`src/verilog/uart_pkg.sv`:
```
package uart_pkg;

  // Command and payload widths
  localparam int CMD_W  = 16;
  localparam int DATA_W = 8;
  localparam int ADDR_W = 7;

  // Serial timing
  localparam int BIT_CLKS         = 16;
  localparam int GAP_BITS         = 2;
  localparam int RSP_TIMEOUT_BITS = 64;

  // Clock counter inside one bit time
  localparam int                   BIT_CNT_W = $clog2(BIT_CLKS);
  localparam logic [BIT_CNT_W-1:0] BIT_LAST  = BIT_CNT_W'(BIT_CLKS - 1);
  localparam logic [BIT_CNT_W-1:0] HALF_LAST = BIT_CNT_W'(BIT_CLKS / 2 - 1);

  // Bit index within a frame: 0 start, 1..8 data, 9 parity, 10 stop
  localparam int               IDX_W         = 4;
  localparam logic [IDX_W-1:0] IDX_DATA_LAST = IDX_W'(DATA_W);
  localparam logic [IDX_W-1:0] IDX_PAR       = IDX_W'(DATA_W + 1);
  localparam logic [IDX_W-1:0] IDX_STOP      = IDX_W'(DATA_W + 2);

  // Bit-time counter in the sequencer, sized for the response timeout
  localparam int                BITS_W   = $clog2(RSP_TIMEOUT_BITS);
  localparam logic [BITS_W-1:0] GAP_LAST = BITS_W'(GAP_BITS - 1);
  localparam logic [BITS_W-1:0] TMO_LAST = BITS_W'(RSP_TIMEOUT_BITS - 1);

  typedef enum logic {
    OP_READ  = 1'b0,
    OP_WRITE = 1'b1
  } op_e;

  typedef enum logic [2:0] {
    S_IDLE,
    S_SEND_HI,
    S_GAP,
    S_SEND_LO,
    S_WAIT_RSP,
    S_RECV,
    S_DONE
  } seq_state_e;

endpackage
```
`src/verilog/uart_cmd_bridge.sv`:
```
`timescale 1ns/1ps

module uart_cmd_bridge (
  input  logic                        clk,
  input  logic                        rst_n,
  input  logic [uart_pkg::CMD_W-1:0]  cmd_in,
  input  logic                        cmd_vld,
  output logic                        cmd_rdy,
  input  logic                        rx,
  output logic                        tx,
  output logic [uart_pkg::DATA_W-1:0] read_data,
  output logic                        read_rdy,
  output logic                        read_err
);
  import uart_pkg::*;

  logic              tx_start;
  logic [DATA_W-1:0] tx_byte;
  logic              tx_busy;
  logic [DATA_W-1:0] rx_byte;
  logic              rx_vld;
  logic              rx_frame_err;
  logic              rx_start_seen;

  uart_cmd_seq u_uart_cmd_seq (
    .clk           (clk),
    .rst_n         (rst_n),
    .cmd_in        (cmd_in),
    .cmd_vld       (cmd_vld),
    .cmd_rdy       (cmd_rdy),
    .tx_start      (tx_start),
    .tx_byte       (tx_byte),
    .tx_busy       (tx_busy),
    .rx_byte       (rx_byte),
    .rx_vld        (rx_vld),
    .rx_frame_err  (rx_frame_err),
    .rx_start_seen (rx_start_seen),
    .read_data     (read_data),
    .read_rdy      (read_rdy),
    .read_err      (read_err)
  );

  uart_frame_tx u_uart_frame_tx (
    .clk      (clk),
    .rst_n    (rst_n),
    .tx_start (tx_start),
    .tx_byte  (tx_byte),
    .tx_busy  (tx_busy),
    .tx       (tx)
  );

  uart_frame_rx u_uart_frame_rx (
    .clk           (clk),
    .rst_n         (rst_n),
    .rx            (rx),
    .rx_byte       (rx_byte),
    .rx_vld        (rx_vld),
    .rx_frame_err  (rx_frame_err),
    .rx_start_seen (rx_start_seen)
  );

endmodule

```
`src/verilog/uart_cmd_seq.sv`:
```
`timescale 1ns/1ps

module uart_cmd_seq (
  input  logic                        clk,
  input  logic                        rst_n,
  input  logic [uart_pkg::CMD_W-1:0]  cmd_in,
  input  logic                        cmd_vld,
  output logic                        cmd_rdy,
  output logic                        tx_start,
  output logic [uart_pkg::DATA_W-1:0] tx_byte,
  input  logic                        tx_busy,
  input  logic [uart_pkg::DATA_W-1:0] rx_byte,
  input  logic                        rx_vld,
  input  logic                        rx_frame_err,
  input  logic                        rx_start_seen,
  output logic [uart_pkg::DATA_W-1:0] read_data,
  output logic                        read_rdy,
  output logic                        read_err
);
  import uart_pkg::*;

  seq_state_e           state;
  logic [CMD_W-1:0]     cmd_q;
  op_e                  op;
  logic [ADDR_W-1:0]    addr;
  logic                 frame_done;
  logic                 timing;
  logic                 bit_end;
  logic [BIT_CNT_W-1:0] clk_cnt;
  logic [BITS_W-1:0]    bit_cnt;

  assign op      = op_e'(cmd_q[CMD_W-1]);
  assign addr    = cmd_q[CMD_W-2 -: ADDR_W];
  assign cmd_rdy = (state == S_IDLE);

  // High byte is flag plus address, low byte is write data
  assign tx_byte = (state == S_SEND_LO) ? cmd_q[DATA_W-1:0] : {op, addr};

  // Start pulse has gone out and the transmitter has finished
  assign frame_done = !tx_start && !tx_busy;

  assign timing  = (state == S_GAP) || (state == S_WAIT_RSP);
  assign bit_end = (clk_cnt == BIT_LAST);

  always_ff @(posedge clk)
  begin
    if (cmd_vld && cmd_rdy)
      cmd_q <= cmd_in;
  end

  // Shared bit-time counter for the write gap and the response timeout
  always_ff @(posedge clk or negedge rst_n)
  begin
    if (!rst_n)
    begin
      clk_cnt <= '0;
      bit_cnt <= '0;
    end
    else if (timing)
    begin
      if (bit_end)
      begin
        clk_cnt <= '0;
        bit_cnt <= bit_cnt + 1'b1;
      end
      else
      begin
        clk_cnt <= clk_cnt + 1'b1;
      end
    end
    else
    begin
      clk_cnt <= '0;
      bit_cnt <= '0;
    end
  end

  always_ff @(posedge clk or negedge rst_n)
  begin
    if (!rst_n)
    begin
      state     <= S_IDLE;
      tx_start  <= 1'b0;
      read_data <= '0;
      read_rdy  <= 1'b0;
      read_err  <= 1'b0;
    end
    else
    begin
      tx_start <= 1'b0;
      read_rdy <= 1'b0;
      read_err <= 1'b0;
      case (state)
        S_IDLE:
        begin
          if (cmd_vld)
          begin
            state    <= S_SEND_HI;
            tx_start <= 1'b1;
          end
        end
        S_SEND_HI:
        begin
          if (frame_done)
            state <= (op == OP_WRITE) ? S_GAP : S_WAIT_RSP;
        end
        S_GAP:
        begin
          if (bit_end && (bit_cnt == GAP_LAST))
          begin
            state    <= S_SEND_LO;
            tx_start <= 1'b1;
          end
        end
        S_SEND_LO:
        begin
          if (frame_done)
            state <= S_DONE;
        end
        S_WAIT_RSP:
        begin
          if (rx_start_seen)
            state <= S_RECV;
          else if (bit_end && (bit_cnt == TMO_LAST))
          begin
            state     <= S_DONE; // No answer from the remote side
            read_data <= '0;
            read_rdy  <= 1'b1;
            read_err  <= 1'b1;
          end
        end
        S_RECV:
        begin
          if (rx_vld)
          begin
            state     <= S_DONE;
            read_data <= rx_byte;
            read_rdy  <= 1'b1;
            read_err  <= rx_frame_err;
          end
        end
        S_DONE:
        begin
          state <= S_IDLE;
        end
        default:
        begin
          state <= S_IDLE;
        end
      endcase
    end
  end

endmodule

```
`src/verilog/uart_frame_rx.sv`:
```
`timescale 1ns/1ps

module uart_frame_rx (
  input  logic                        clk,
  input  logic                        rst_n,
  input  logic                        rx,
  output logic [uart_pkg::DATA_W-1:0] rx_byte,
  output logic                        rx_vld,
  output logic                        rx_frame_err,
  output logic                        rx_start_seen
);
  import uart_pkg::*;

  logic                 rx_meta;
  logic                 rx_sync;
  logic                 rx_last;
  logic                 fall;
  logic                 active;
  logic [BIT_CNT_W-1:0] clk_cnt;
  logic [IDX_W-1:0]     bit_idx;
  logic [DATA_W-1:0]    shift_q;
  logic                 par_q;
  logic                 sample;

  assign fall = rx_last & ~rx_sync;

  // Start bit is checked after half a bit, the rest at full bit steps
  assign sample = active &&
                  (((bit_idx == '0) && (clk_cnt == HALF_LAST)) ||
                   ((bit_idx != '0) && (clk_cnt == BIT_LAST)));

  always_ff @(posedge clk or negedge rst_n)
  begin
    if (!rst_n)
    begin
      rx_meta       <= 1'b1;
      rx_sync       <= 1'b1;
      rx_last       <= 1'b1;
      active        <= 1'b0;
      clk_cnt       <= '0;
      bit_idx       <= '0;
      rx_vld        <= 1'b0;
      rx_start_seen <= 1'b0;
    end
    else
    begin
      rx_meta       <= rx;
      rx_sync       <= rx_meta;
      rx_last       <= rx_sync;
      rx_vld        <= 1'b0;
      rx_start_seen <= 1'b0;
      if (!active)
      begin
        clk_cnt <= '0;
        bit_idx <= '0;
        if (fall)
          active <= 1'b1;
      end
      else if (sample)
      begin
        clk_cnt <= '0;
        if (bit_idx == '0)
        begin
          if (rx_sync)
            active <= 1'b0; // Glitch, back to hunting
          else
          begin
            rx_start_seen <= 1'b1;
            bit_idx       <= bit_idx + 1'b1;
          end
        end
        else if (bit_idx == IDX_STOP)
        begin
          active <= 1'b0;
          rx_vld <= 1'b1;
        end
        else
        begin
          bit_idx <= bit_idx + 1'b1;
        end
      end
      else
      begin
        clk_cnt <= clk_cnt + 1'b1;
      end
    end
  end

  always_ff @(posedge clk)
  begin
    if (sample && (bit_idx != '0))
    begin
      if (bit_idx <= IDX_DATA_LAST)
        shift_q <= {rx_sync, shift_q[DATA_W-1:1]}; // LSB arrives first
      else if (bit_idx == IDX_PAR)
        par_q <= rx_sync;
      else
      begin
        rx_byte      <= shift_q;
        rx_frame_err <= ~(^{shift_q, par_q}) | ~rx_sync; // Even count or bad stop
      end
    end
  end

endmodule

```
`src/verilog/uart_frame_tx.sv`:
```
`timescale 1ns/1ps

module uart_frame_tx (
  input  logic                        clk,
  input  logic                        rst_n,
  input  logic                        tx_start,
  input  logic [uart_pkg::DATA_W-1:0] tx_byte,
  output logic                        tx_busy,
  output logic                        tx
);
  import uart_pkg::*;

  logic                 busy;
  logic [BIT_CNT_W-1:0] clk_cnt;
  logic [IDX_W-1:0]     bit_idx;
  logic [DATA_W-1:0]    byte_q;
  logic                 parity;
  logic                 next_bit;

  assign tx_busy = busy;
  assign parity  = ~^byte_q; // Odd parity over the data bits

  // Value of the bit that follows bit_idx
  always_comb
  begin
    if (bit_idx < IDX_DATA_LAST)
      next_bit = byte_q[bit_idx[$clog2(DATA_W)-1:0]]; // LSB first
    else if (bit_idx == IDX_DATA_LAST)
      next_bit = parity;
    else
      next_bit = 1'b1; // Stop
  end

  always_ff @(posedge clk)
  begin
    if (tx_start)
      byte_q <= tx_byte;
  end

  always_ff @(posedge clk or negedge rst_n)
  begin
    if (!rst_n)
    begin
      busy    <= 1'b0;
      clk_cnt <= '0;
      bit_idx <= '0;
      tx      <= 1'b1;
    end
    else if (tx_start)
    begin
      busy    <= 1'b1;
      clk_cnt <= '0;
      bit_idx <= '0;
      tx      <= 1'b0; // Start bit
    end
    else if (busy)
    begin
      if (clk_cnt == BIT_LAST)
      begin
        clk_cnt <= '0;
        if (bit_idx == IDX_STOP)
        begin
          busy <= 1'b0;
          tx   <= 1'b1;
        end
        else
        begin
          bit_idx <= bit_idx + 1'b1;
          tx      <= next_bit;
        end
      end
      else
      begin
        clk_cnt <= clk_cnt + 1'b1;
      end
    end
  end

endmodule

```
`config.mk`:
```
export PLATFORM = sky130hd
export DESIGN_NAME = uart_cmd_bridge
export DESIGN_NICKNAME = d
export VERILOG_FILES = /design/src/verilog/uart_pkg.sv /design/src/verilog/uart_cmd_bridge.sv /design/src/verilog/uart_cmd_seq.sv /design/src/verilog/uart_frame_rx.sv /design/src/verilog/uart_frame_tx.sv
export SDC_FILE = /design/constraint.sdc
export NUM_CORES = 1
export LEC_CHECK = 0
export ABC_AREA = 1
export BUFFER_PORTS_ARGS = -buffer_cell sky130_fd_sc_hd__buf_4
export CELL_PAD_IN_SITES_DETAIL_PLACEMENT = 1
export CELL_PAD_IN_SITES_GLOBAL_PLACEMENT = 2
export CORE_MARGIN = 3
export CORE_UTILIZATION = 35
export CTS_BUF_LIST = sky130_fd_sc_hd__clkbuf_4
export DETAILED_ROUTE_END_ITERATION = 6
export PLACE_DENSITY_LB_ADDON = 0.1
export SYNTH_ARGS = -nofsm -noshare
export SYNTH_HDL_FRONTEND = slang
export SYNTH_HIERARCHICAL = 1
export SYNTH_SLANG_ARGS = --single-unit
```
`constraint.sdc`:
```
create_clock -name clk -period 1.8 [get_ports clk]
set_input_delay 0 -clock clk [delete_from_list [all_inputs] [get_ports clk]]
set_output_delay 0 -clock clk [all_outputs]
set_load 0.05 [all_outputs]
```
; Word-level counts from Yosys, hierarchy flattened
; Cells that the tools add are included.
[op_classes]
n_addsub = 6
n_lt_le_gt_ge = 3
eq_ne = 28
mux = 66
bitwise_logic = 6
reduce_logical = 28
[ops]
columns = op, count
row1 = 4-bit 2-to-1 mux, 16
row2 = 8-bit 2-to-1 mux, 4
row3 = 1-bit 2-to-1 mux, 30
row4 = 4-bit equality test (second input constant), 7
row5 = 3-bit 2-to-1 mux, 8
row6 = 4-bit by 1-bit adder with 4-bit output (second input constant), 5
row7 = 3-bit one-hot mux with 6 select lines, 1
row8 = 8-bit one-hot mux with 2 select lines, 1
row9 = 2-bit inequality test (second input constant), 7
row10 = 6-bit 2-to-1 mux, 2
row11 = 3-bit AND reduction, 4
row12 = 9-bit XOR reduction, 1
row13 = 1-bit logical AND, 8
row14 = 8-bit XNOR reduction, 1
row15 = 6-bit by 1-bit adder with 6-bit output (second input constant), 1
row16 = 3-bit by 2-bit equality test with 1-bit output (second input constant), 2
row17 = 3-bit equality test (second input constant), 2
row18 = 6-bit by 1-bit equality test with 1-bit output (second input constant), 1
row19 = 6-bit equality test (second input constant), 1
row20 = 2-bit by 1-bit inequality test with 1-bit output (second input constant), 3
row21 = 3-bit inequality test (second input constant), 2
row22 = 1-bit one-hot mux with 2 select lines, 3
row23 = 6-bit AND reduction, 1
row24 = 2-bit nonzero test, 3
row25 = 17 further kinds, 23
[word_totals]
ff_bits = 90
in_bits = 20
wordCells = 162

; Longest topological paths before layout
; Gate-level depths: netlist of run 1.
[depth]
ltp_word = 7
mapped_depth = 11
ltp_nobuf = 11

; Cells and area by module
; The synthesis of run 1 kept the hierarchy.
[modules_own_cells]
columns = module, n_inst, cells_each, area_per_inst_um2, seq_area_each_um2
row1 = uart_cmd_seq, 1, 196, 1973.1, 1081.0
row2 = uart_frame_rx, 1, 142, 1420.1, 894.6
row3 = uart_frame_tx, 1, 135, 1028.5, 491.7

; Worst setup path before layout of run 1
; No wires, ideal clock.
[synth_path]
kind = register -> register
startpoint = register u_uart_cmd_seq.state[0]
endpoint = register u_uart_cmd_seq.cmd_q[0], enable pin
t_arrival_ns = 2.199
setup_slack_ns = -0.788
path_stages_with_launch = 6
n_path_buf = 0
synth_period_minus_slack_ns = 2.588
path_cell_list = dfrtp_1 nor2_4 inv_1 nor2_1 inv_1 nor2_1
[synth_between]
elab_chain_len = 2
[synth_lines]
columns = item, line
row1 = start: declaration, uart_cmd_seq.sv:22  ; seq_state_e state;
row2 = start signal: assignment, uart_cmd_seq.sv:105  ; state <= (op == OP_WRITE) ? S_GAP : S_WAIT_RSP;
row3 = 3-bit logical NOT, uart_cmd_seq.sv:34  ; assign cmd_rdy = (state == S_IDLE);
row4 = net cmd_rdy, uart_cmd_bridge.sv:8  ; output logic cmd_rdy,
row5 = 1-bit logical AND, uart_cmd_seq.sv:47  ; if (cmd_vld && cmd_rdy)
row6 = end signal: assignment, uart_cmd_seq.sv:48  ; cmd_q <= cmd_in;
row7 = end: declaration, uart_cmd_seq.sv:23  ; logic [CMD_W-1:0] cmd_q;
; The timed path passes the listed nets, and every way through them passes these cells.
; A chain may end at the register's enable or synchronous reset.

; Worst setup path in the final report of run 1
[layout_path]
startpoint = register u_uart_frame_rx.bit_idx[1]
endpoint = register u_uart_frame_rx/rx_byte[5] in the netlist's numbering, enable pin
[layout_between]
elab_chain_len = 6
elab_cells_between_ends = 12
[layout_lines]
columns = item, line
row1 = start: declaration, uart_frame_rx.sv:20  ; logic [IDX_W-1:0] bit_idx;
row2 = start signal: assignment, uart_frame_rx.sv:69  ; bit_idx <= bit_idx + 1'b1;
row3 = start signal: assignment, uart_frame_rx.sv:79  ; bit_idx <= bit_idx + 1'b1;
row4 = branches (longest 5 deep; another with 4-bit less-or-equal comparator), -
row5 = 3-bit AND reduction (no line) *, -
row6 = end signal: assignment, uart_frame_rx.sv:99  ; rx_byte <= shift_q;
row7 = end: declaration, uart_frame_rx.sv:7  ; output logic [uart_pkg::DATA_W-1:0] rx_byte,
; Every way passes the cells marked *.

==> results.json, run 1 <==
{
  "crit_path_end_kind": "register",
  "synth-warning-count": 6,
  "synth_commonest_cells": "nand2_1 (140), inv_1 (65), dfrtp_1 (44), nor2_1 (44), edfxtp_1 (42)",
  "status": "finished clean",
  "powerDensity_mw_per_mm2": 757,
  "first_iter_violations": 119,
  "syn2layout_area_growth_pct": 19.7,
  "cts.sinks": 90,
  "routed_wl_um": 9400,
  "syn_nets": 505,
  "start_kind": "register",
  "crit_fanout": 4,
  "clockRootBuffer": "clkbuf_4",
  "required_ns": 2.01,
  "grt_pass1_vias": 3385,
  "finalSetupTns_ns": 0,
  "drt_pre_antenna_iters": 4,
  "worst_pin_slew_ns": 0.637,
  "antenna_found_initial": 0,
  "cts_buffers": 9,
  "slew_viol_final": 0,
  "synth_seq_area_share_pct": 55.8,
  "gp_congestion": 0.725,
  "finalCritPeriodShare_pct": 92.3,
  "wl_per_cell_um": 13.2,
  "final_nets": 572,
  "synth_top_cell_by_area": "edfxtp_1",
  "slew_headroom_pct": 57.5,
  "crit_path_max_incr_delay_ns": 0.43,
  "numPlacedInstances": 676,
  "cap_violations": 0,
  "syn_area_mm2": 0.00442,
  "min_period_ns": 1.66,
  "die-area_mm2": 0.0140,
  "core_region_area_mm2": 0.0122,
  "ys_ff_latch": 90,
  "ir_worst_vdd_uv": 501,
  "register_area_mm2": 0.00247,
  "yosysMostFrequentCell": "nand2_1",
  "insertion_delay_ns": 0.47,
  "cp.arrival_ns": 1.87,
  "yosys.area.top_type_share_pct": 28.5,
  "drc": 0,
  "drive_above_1_share_pct": 18.9,
  "grt_max_degree": 49,
  "syn_area_per_cell_um2": 9.35,
  "worst-setup-path-type": "register to register",
  "max_freq_mhz": 602,
  "netlist_instances": 473,
  "multi_input_area_mm2": 0.00169,
  "fill_cells": 1442,
  "synth_edf_count": 42,
  "synth-async-reset-ratio_pct": 53.3,
  "num_vias": 3226,
  "diodes": 0,
  "die_x_um": 118,
  "ioPinCount": 32,
  "die_h_um": 118,
  "grt_pass1_wl_um": 16200,
  "crit_slowest_cell": "dfrtp_1",
  "cts_tree": "built",
  "rows": 40,
  "ant_nets": 0,
  "routed_via_density": 4.52,
  "crit_chain": "inv_2 > ha_2 > a21oi_2 > nand4_1 > a31oi_2 > buf_4",
  "finClkSkew_ns": 0.0157,
  "grt_usage_pct": 14.4,
  "hold_class": "primary input to asynchronous set/reset pin",
  "port_buffers": 31,
  "ys.flop_type": "dfrtp_1",
  "fin_cells": 713,
  "dp_hpwl_um": 6860,
  "yosysUniqueCellTypes": 35,
  "rsz0062_at_grt": "no",
  "power.leakage_nw": 2.52,
  "htreeDepth": 3,
  "yosys-top-cells-area": "edfxtp_1 (29%), dfrtp_1 (25%), nand2_1 (12%), inv_1 (5.5%), nor2_1 (3.7%)",
  "hold_viol": 0,
  "clkSlewWorstSetupHoldPaths_ns": 0.16,
  "start_util_pct": 36.4,
  "setup_violations": 0,
  "grt.overflow.total": 0,
  "clock_path_buffers": 2
}
## flip-flops by register name, summed over array words and instances, names as in the netlist, 3 cells and up
register	flops
u_uart_cmd_seq/cmd_q	16
u_uart_cmd_seq/read_data	8
u_uart_frame_rx/rx_byte	8
u_uart_frame_rx/shift_q	8
u_uart_frame_tx/byte_q	8
u_uart_cmd_seq/bit_cnt	6
u_uart_cmd_seq/clk_cnt	4
u_uart_frame_rx/bit_idx	4
u_uart_frame_rx/clk_cnt	4
u_uart_frame_tx/bit_idx	4
u_uart_frame_tx/clk_cnt	4
u_uart_cmd_seq/state	3
## kinds of logic (layout without fill, tap and decap cells)
kind of cell | after synthesis | in the layout | synth area share, %
xor gates and xnor gates | 8 | 8 | 1.58
DFF | 90 | 90 | 55.8
adders and majority gates | 12 | 12 | 3.40
buffers and inverters | 73 | 145 | 6.62
and+or+nand+nor | 254 | 254 | 26.7
muxes | 7 | 7 | 2.38
AOI/OAI and AO/OA | 29 | 29 | 3.51
## worst paths after layout
path / to / depth (start not counted) / start / slack (ns)
worst max-delay path: u_uart_frame_rx/rx_byte[5]$_DFFE_PP_ / 6 / u_uart_frame_rx/bit_idx[1]$_DFFE_PN0P_ / 0.14
worst min-delay path: u_uart_frame_tx/clk_cnt[0]$_DFFE_PN0P_ / 2 / rst_n / 0.08
worst max register to register: u_uart_frame_rx/rx_byte[5]$_DFFE_PP_ / 6 / u_uart_frame_rx/bit_idx[1]$_DFFE_PN0P_ / 0.14
worst min register to register: u_uart_frame_rx/rx_sync$_DFF_PN1_ / 0 / u_uart_frame_rx/rx_meta$_DFF_PN1_ / 0.37
max in group asynchronous: u_uart_cmd_seq/read_data[2]$_DFFE_PN0P_ / 2 / rst_n / 1.29
min in group clk: u_uart_frame_rx/rx_meta$_DFF_PN1_ / 2 / rx / 0.16
## area by class of cell
class / instances / share of cell area [%]
clock buffers: 9 / 1.28
clock inverters: 7 / 1.56
inverters: 70 / 5.01
multi-input cells: 310 / 32.0
flip-flops and latches: 90 / 46.6
well taps: 168 / 3.97
repair buffers: 59 / 9.57
## critical path, delay by kind of cell, from the launching register on
kind                     cells  cell delay, ns
buffers and inverters        2            0.24
adder cells (fa/ha/maj)      1            0.19
flip-flops                   1            0.43
AND/OR/NAND/NOR              1            0.16
AO/OA/AOI/OAI                2            0.39
## what timing repair did
item | CTS | global route
hold endpoints to repair | 66 | 0
resized for setup | 0 | 5
cloned | 0 | 1
buffers inserted | 1 | 0
endpoints found under the setup margin | 9 | 10
hold buffers | 19 | 0
pin swaps | 0 | 2
## cells in the final DEF (no fill, tap or decap), types with 4 or more instances in the layout
| cell | count |
|---|---|
| nor3_1 | 4 |
| nor2_2 | 5 |
| nand4_1 | 8 |
| nor2_1 | 42 |
| nand3_2 | 4 |
| o21ai_0 | 14 |
| nand2_1 | 140 |
| ha_1 | 11 |
| dfstp_2 | 4 |
| nor2_4 | 5 |
| inv_1 | 64 |
| buf_4 | 38 |
| xor2_1 | 7 |
| inv_2 | 5 |
| edfxtp_1 | 42 |
| a21oi_1 | 8 |
| clkbuf_4 | 9 |
| dfrtp_1 | 44 |
| dlygate4sd3_1 | 19 |
| nand2_2 | 4 |
| nand3_1 | 32 |
| mux2_4 | 7 |
## per-stage QoR
stage / area, um^2 / hold WS (ns) / total power, mW / utilization [%] / setup slack [ns]
after detailed placement: 4930 / 0.0745 / 2.79 / 40.5 / -0.00522
after global placement: 4930 / 0.0700 / 2.76 / 40.5 / 0.0918
after floorplan: 4450 / -0.296 / 2.63 / - / 0.0439
after global routing: 5290 / 0.0975 / 4.24 / 43.5 / 0.00662
after CTS: 5280 / 0.0709 / 4.07 / 43.4 / 0.00275
final: 5290 / 0.0786 / 4.01 / 43.5 / 0.138
## power breakdown
group          switching (mW)  total [mW]  internal (mW)
clock network           0.778        1.23          0.447
logic                   0.277       0.472          0.194
registers              0.0786        2.31           2.23
## per-layer routing
layer | up-vias | GRT usage (%) | routed length, um
li1 | 1650 | - | -
met1 | 1545 | 16.8 | 4170
met2 | 18 | 25.8 | 4900
met3 | 13 | 2.82 | 182
met4 | 0 | 5.87 | 152
met5 | - | 0 | 0
Power figures use the tool's default switching activity.
==> inputs of run 2 (changes only) <==
--- a/config.mk
+++ b/config.mk
@@ -10,7 +10,7 @@
 export CELL_PAD_IN_SITES_DETAIL_PLACEMENT = 1
 export CELL_PAD_IN_SITES_GLOBAL_PLACEMENT = 2
 export CORE_MARGIN = 3
-export CORE_UTILIZATION = 35
+export CORE_UTILIZATION = 36
 export CTS_BUF_LIST = sky130_fd_sc_hd__clkbuf_4
 export DETAILED_ROUTE_END_ITERATION = 6
 export PLACE_DENSITY_LB_ADDON = 0.1
==> run 2 against run 1 <==
  * Final cell count is 3.4% lower
  * Worst setup slack worse by 0.041 ns
  * First-iteration DRC count is 23% higher
  * Clock power is 16% higher
  * Total power is 5.9% higher
  * Non-clock buffer count is 1 higher
  * Cell area is 0.28% higher
  * Combinational power is 7.8% higher
  * Clock skew is 0.0038 ns lower
  * Via count is 0.93% higher
  * Largest cell class unchanged
  * Worst hold slack better by 0.00084 ns
  * Sequential cell count stayed put
==> results.json, run 2 (same netlist as run 1, synthesis figures left out) <==
{
  "diodes": 0,
  "status": "finished clean",
  "crit_path_max_incr_delay_ns": 0.39,
  "clock_path_buffers": 2,
  "ir_worst_vdd_uv": 533,
  "clkPwrFrac_pct": 33.7,
  "seqPwrFrac_pct": 54.3,
  "hold_viol": 0,
  "port_buffers": 31,
  "worst_pin_slew_ns": 0.628,
  "finalSetupTns_ns": 0,
  "p_comb_share_pct": 12.0,
  "grt_usage_pct": 15.7,
  "hold_class": "primary input to asynchronous set/reset pin",
  "swShare_pct": 25.9,
  "setup_violations": 0,
  "clkSlewWorstSetupHoldPaths_ns": 0.15,
  "regMostFlops": "u_uart_cmd_seq/cmd_q",
  "power.leakage_nw": 2.54,
  "grt_pass1_vias": 3444,
  "crit_buf_inv": 2,
  "dp_worst_setup_slack_ns": -0.0323,
  "grt_max_degree": 49,
  "p_int_mw": 3.15,
  "mostFrequentLayoutCells": "nand2_1 (140), inv_1 (65), dfrtp_1 (44), nor2_1 (42), edfxtp_1 (42)",
  "grt_pass1_wl_um": 16500,
  "finalCritPeriodShare_pct": 94.6,
  "min_period_ns": 1.70,
  "crit_slowest_cell": "dfrtp_1",
  "fin_ws_ns": 0.0969,
  "register_area_mm2": 0.00247,
  "slew_headroom_pct": 58.1,
  "grt.overflow.total": 0,
  "multi_input_area_mm2": 0.00170,
  "largest_reg_flops": 16,
  "cp.arrival_ns": 1.87,
  "syn2layout_area_growth_pct": 20.1,
  "cts.sinks": 90,
  "worst-setup-path-type": "register to register",
  "die-area_mm2": 0.0136,
  "drc": 0,
  "core_region_area_mm2": 0.0117,
  "p_switching_mw": 1.10,
  "final_util_pct": 45.3,
  "cts_buffers": 9,
  "powerDensity_mw_per_mm2": 800,
  "crit_path_end_kind": "register",
  "fill_cells": 1367,
  "clockRootBuffer": "clkbuf_4",
  "gp_congestion": 0.711,
  "start_kind": "register",
  "ioPinCount": 32,
  "dp_hpwl_um": 7200,
  "max_freq_mhz": 587,
  "crit_fanout": 9,
  "crit_chain": "inv_1 > ha_1 > a21oi_2 > nand4_1 > a31oi_2 > buf_6",
  "drive_above_1_share_pct": 18.7,
  "final_common_cell": "nand2_1",
  "drt_pre_antenna_iters": 4,
  "crit_family": "flip-flops",
  "antenna_found_initial": 0,
  "wl_per_cell_um": 14.3,
  "report.power.total_mw": 4.25,
  "finClkSkew_ns": 0.0119,
  "cap_violations": 0,
  "num_vias": 3256,
  "insertion_delay_ns": 0.45,
  "slew_viol_final": 0,
  "start_util_pct": 37.8,
  "rows": 39,
  "first_iter_violations": 146,
  "htreeDepth": 3,
  "ant_nets": 0,
  "routed_wl_um": 9830,
  "required_ns": 1.97,
  "die_h_um": 117,
  "die_x_um": 117,
  "routed_via_density": 4.73,
  "final_nets": 573,
  "cts_tree": "built"
}
-- run 2: cell count changes in the layout (fill, tap and decap cells not counted), sizes merged --
cell,delta
inv,-3
bufinv,+2
clkinv,+2
buf,+1
clkinvlp,-1
-- run 2: worst paths after layout --
check,startpoint,to,slack (ns),depth (start not counted)
worst max register to register,u_uart_frame_rx/bit_idx[0]$_DFFE_PN0P_,u_uart_frame_rx/rx_byte[6]$_DFFE_PP_,0.1,6
worst min-delay path,rst_n,u_uart_frame_tx/bit_idx[1]$_DFFE_PN0P_,0.08,2
worst min register to register,u_uart_frame_rx/rx_meta$_DFF_PN1_,u_uart_frame_rx/rx_sync$_DFF_PN1_,0.37,0
max in group asynchronous,rst_n,u_uart_cmd_seq/read_data[1]$_DFFE_PN0P_,1.27,2
worst max-delay path,u_uart_frame_rx/bit_idx[0]$_DFFE_PN0P_,u_uart_frame_rx/rx_byte[6]$_DFFE_PP_,0.1,6
min in group clk,rx,u_uart_frame_rx/rx_meta$_DFF_PN1_,0.19,2
-- run 2: layout make-up --
| type | instances | area share, % |
|---|---|---|
| multi-input combinational | 310 | 32.0 |
| clock buffer | 9 | 1.27 |
| clock inverter | 7 | 2.19 |
| inverter | 70 | 5.00 |
| timing repair buffer | 60 | 9.69 |
| tap | 143 | 3.37 |
| sequential | 90 | 46.5 |
-- run 2: metrics by stage --
| stage | cells | cell area [um^2] | hold slack, ns |
|---|---|---|---|
| detailed placement | 651 | 4900 | 0.0746 |
| finish | 689 | 5310 | 0.0795 |
| global route | 689 | 5310 | 0.104 |
| CTS | 688 | 5290 | 0.0873 |
| global placement | 651 | 4900 | 0.0692 |
| floorplan | 473 | 4450 | -0.296 |
-- run 2: per-layer routing --
| metal | vias to the layer above | part of all wire [%] | GRT usage (%) |
|---|---|---|---|
| met3 | 13 | 1.5 | 2.72 |
| met2 | 20 | 53 | 28.8 |
| li1 | 1652 | - | - |
| met4 | 0 | 2.0 | 6.57 |
| met1 | 1571 | 44 | 17.9 |
| met5 | - | 0 | 0 |
-- run 2: power groups by stage --
stage | registers (mW) | clock network [mW] | logic [mW]
floorplan | 2.32 | 0 | 0.309
global placement | 2.35 | 0 | 0.408
detailed placement | 2.36 | 0 | 0.426
CTS | 2.31 | 1.49 | 0.493
global route | 2.32 | 1.56 | 0.584
finish | 2.31 | 1.43 | 0.509
-- run 2: repair_timing --
item / in CTS / in global routing
endpoints found under the hold margin: 66 / 0
setup buffers: 2 / 1
resized for setup: 0 / 3
pin swaps: 0 / 1
hold buffers: 19 / 0
setup endpoints to repair: 9 / 11
cloned: 0 / 0
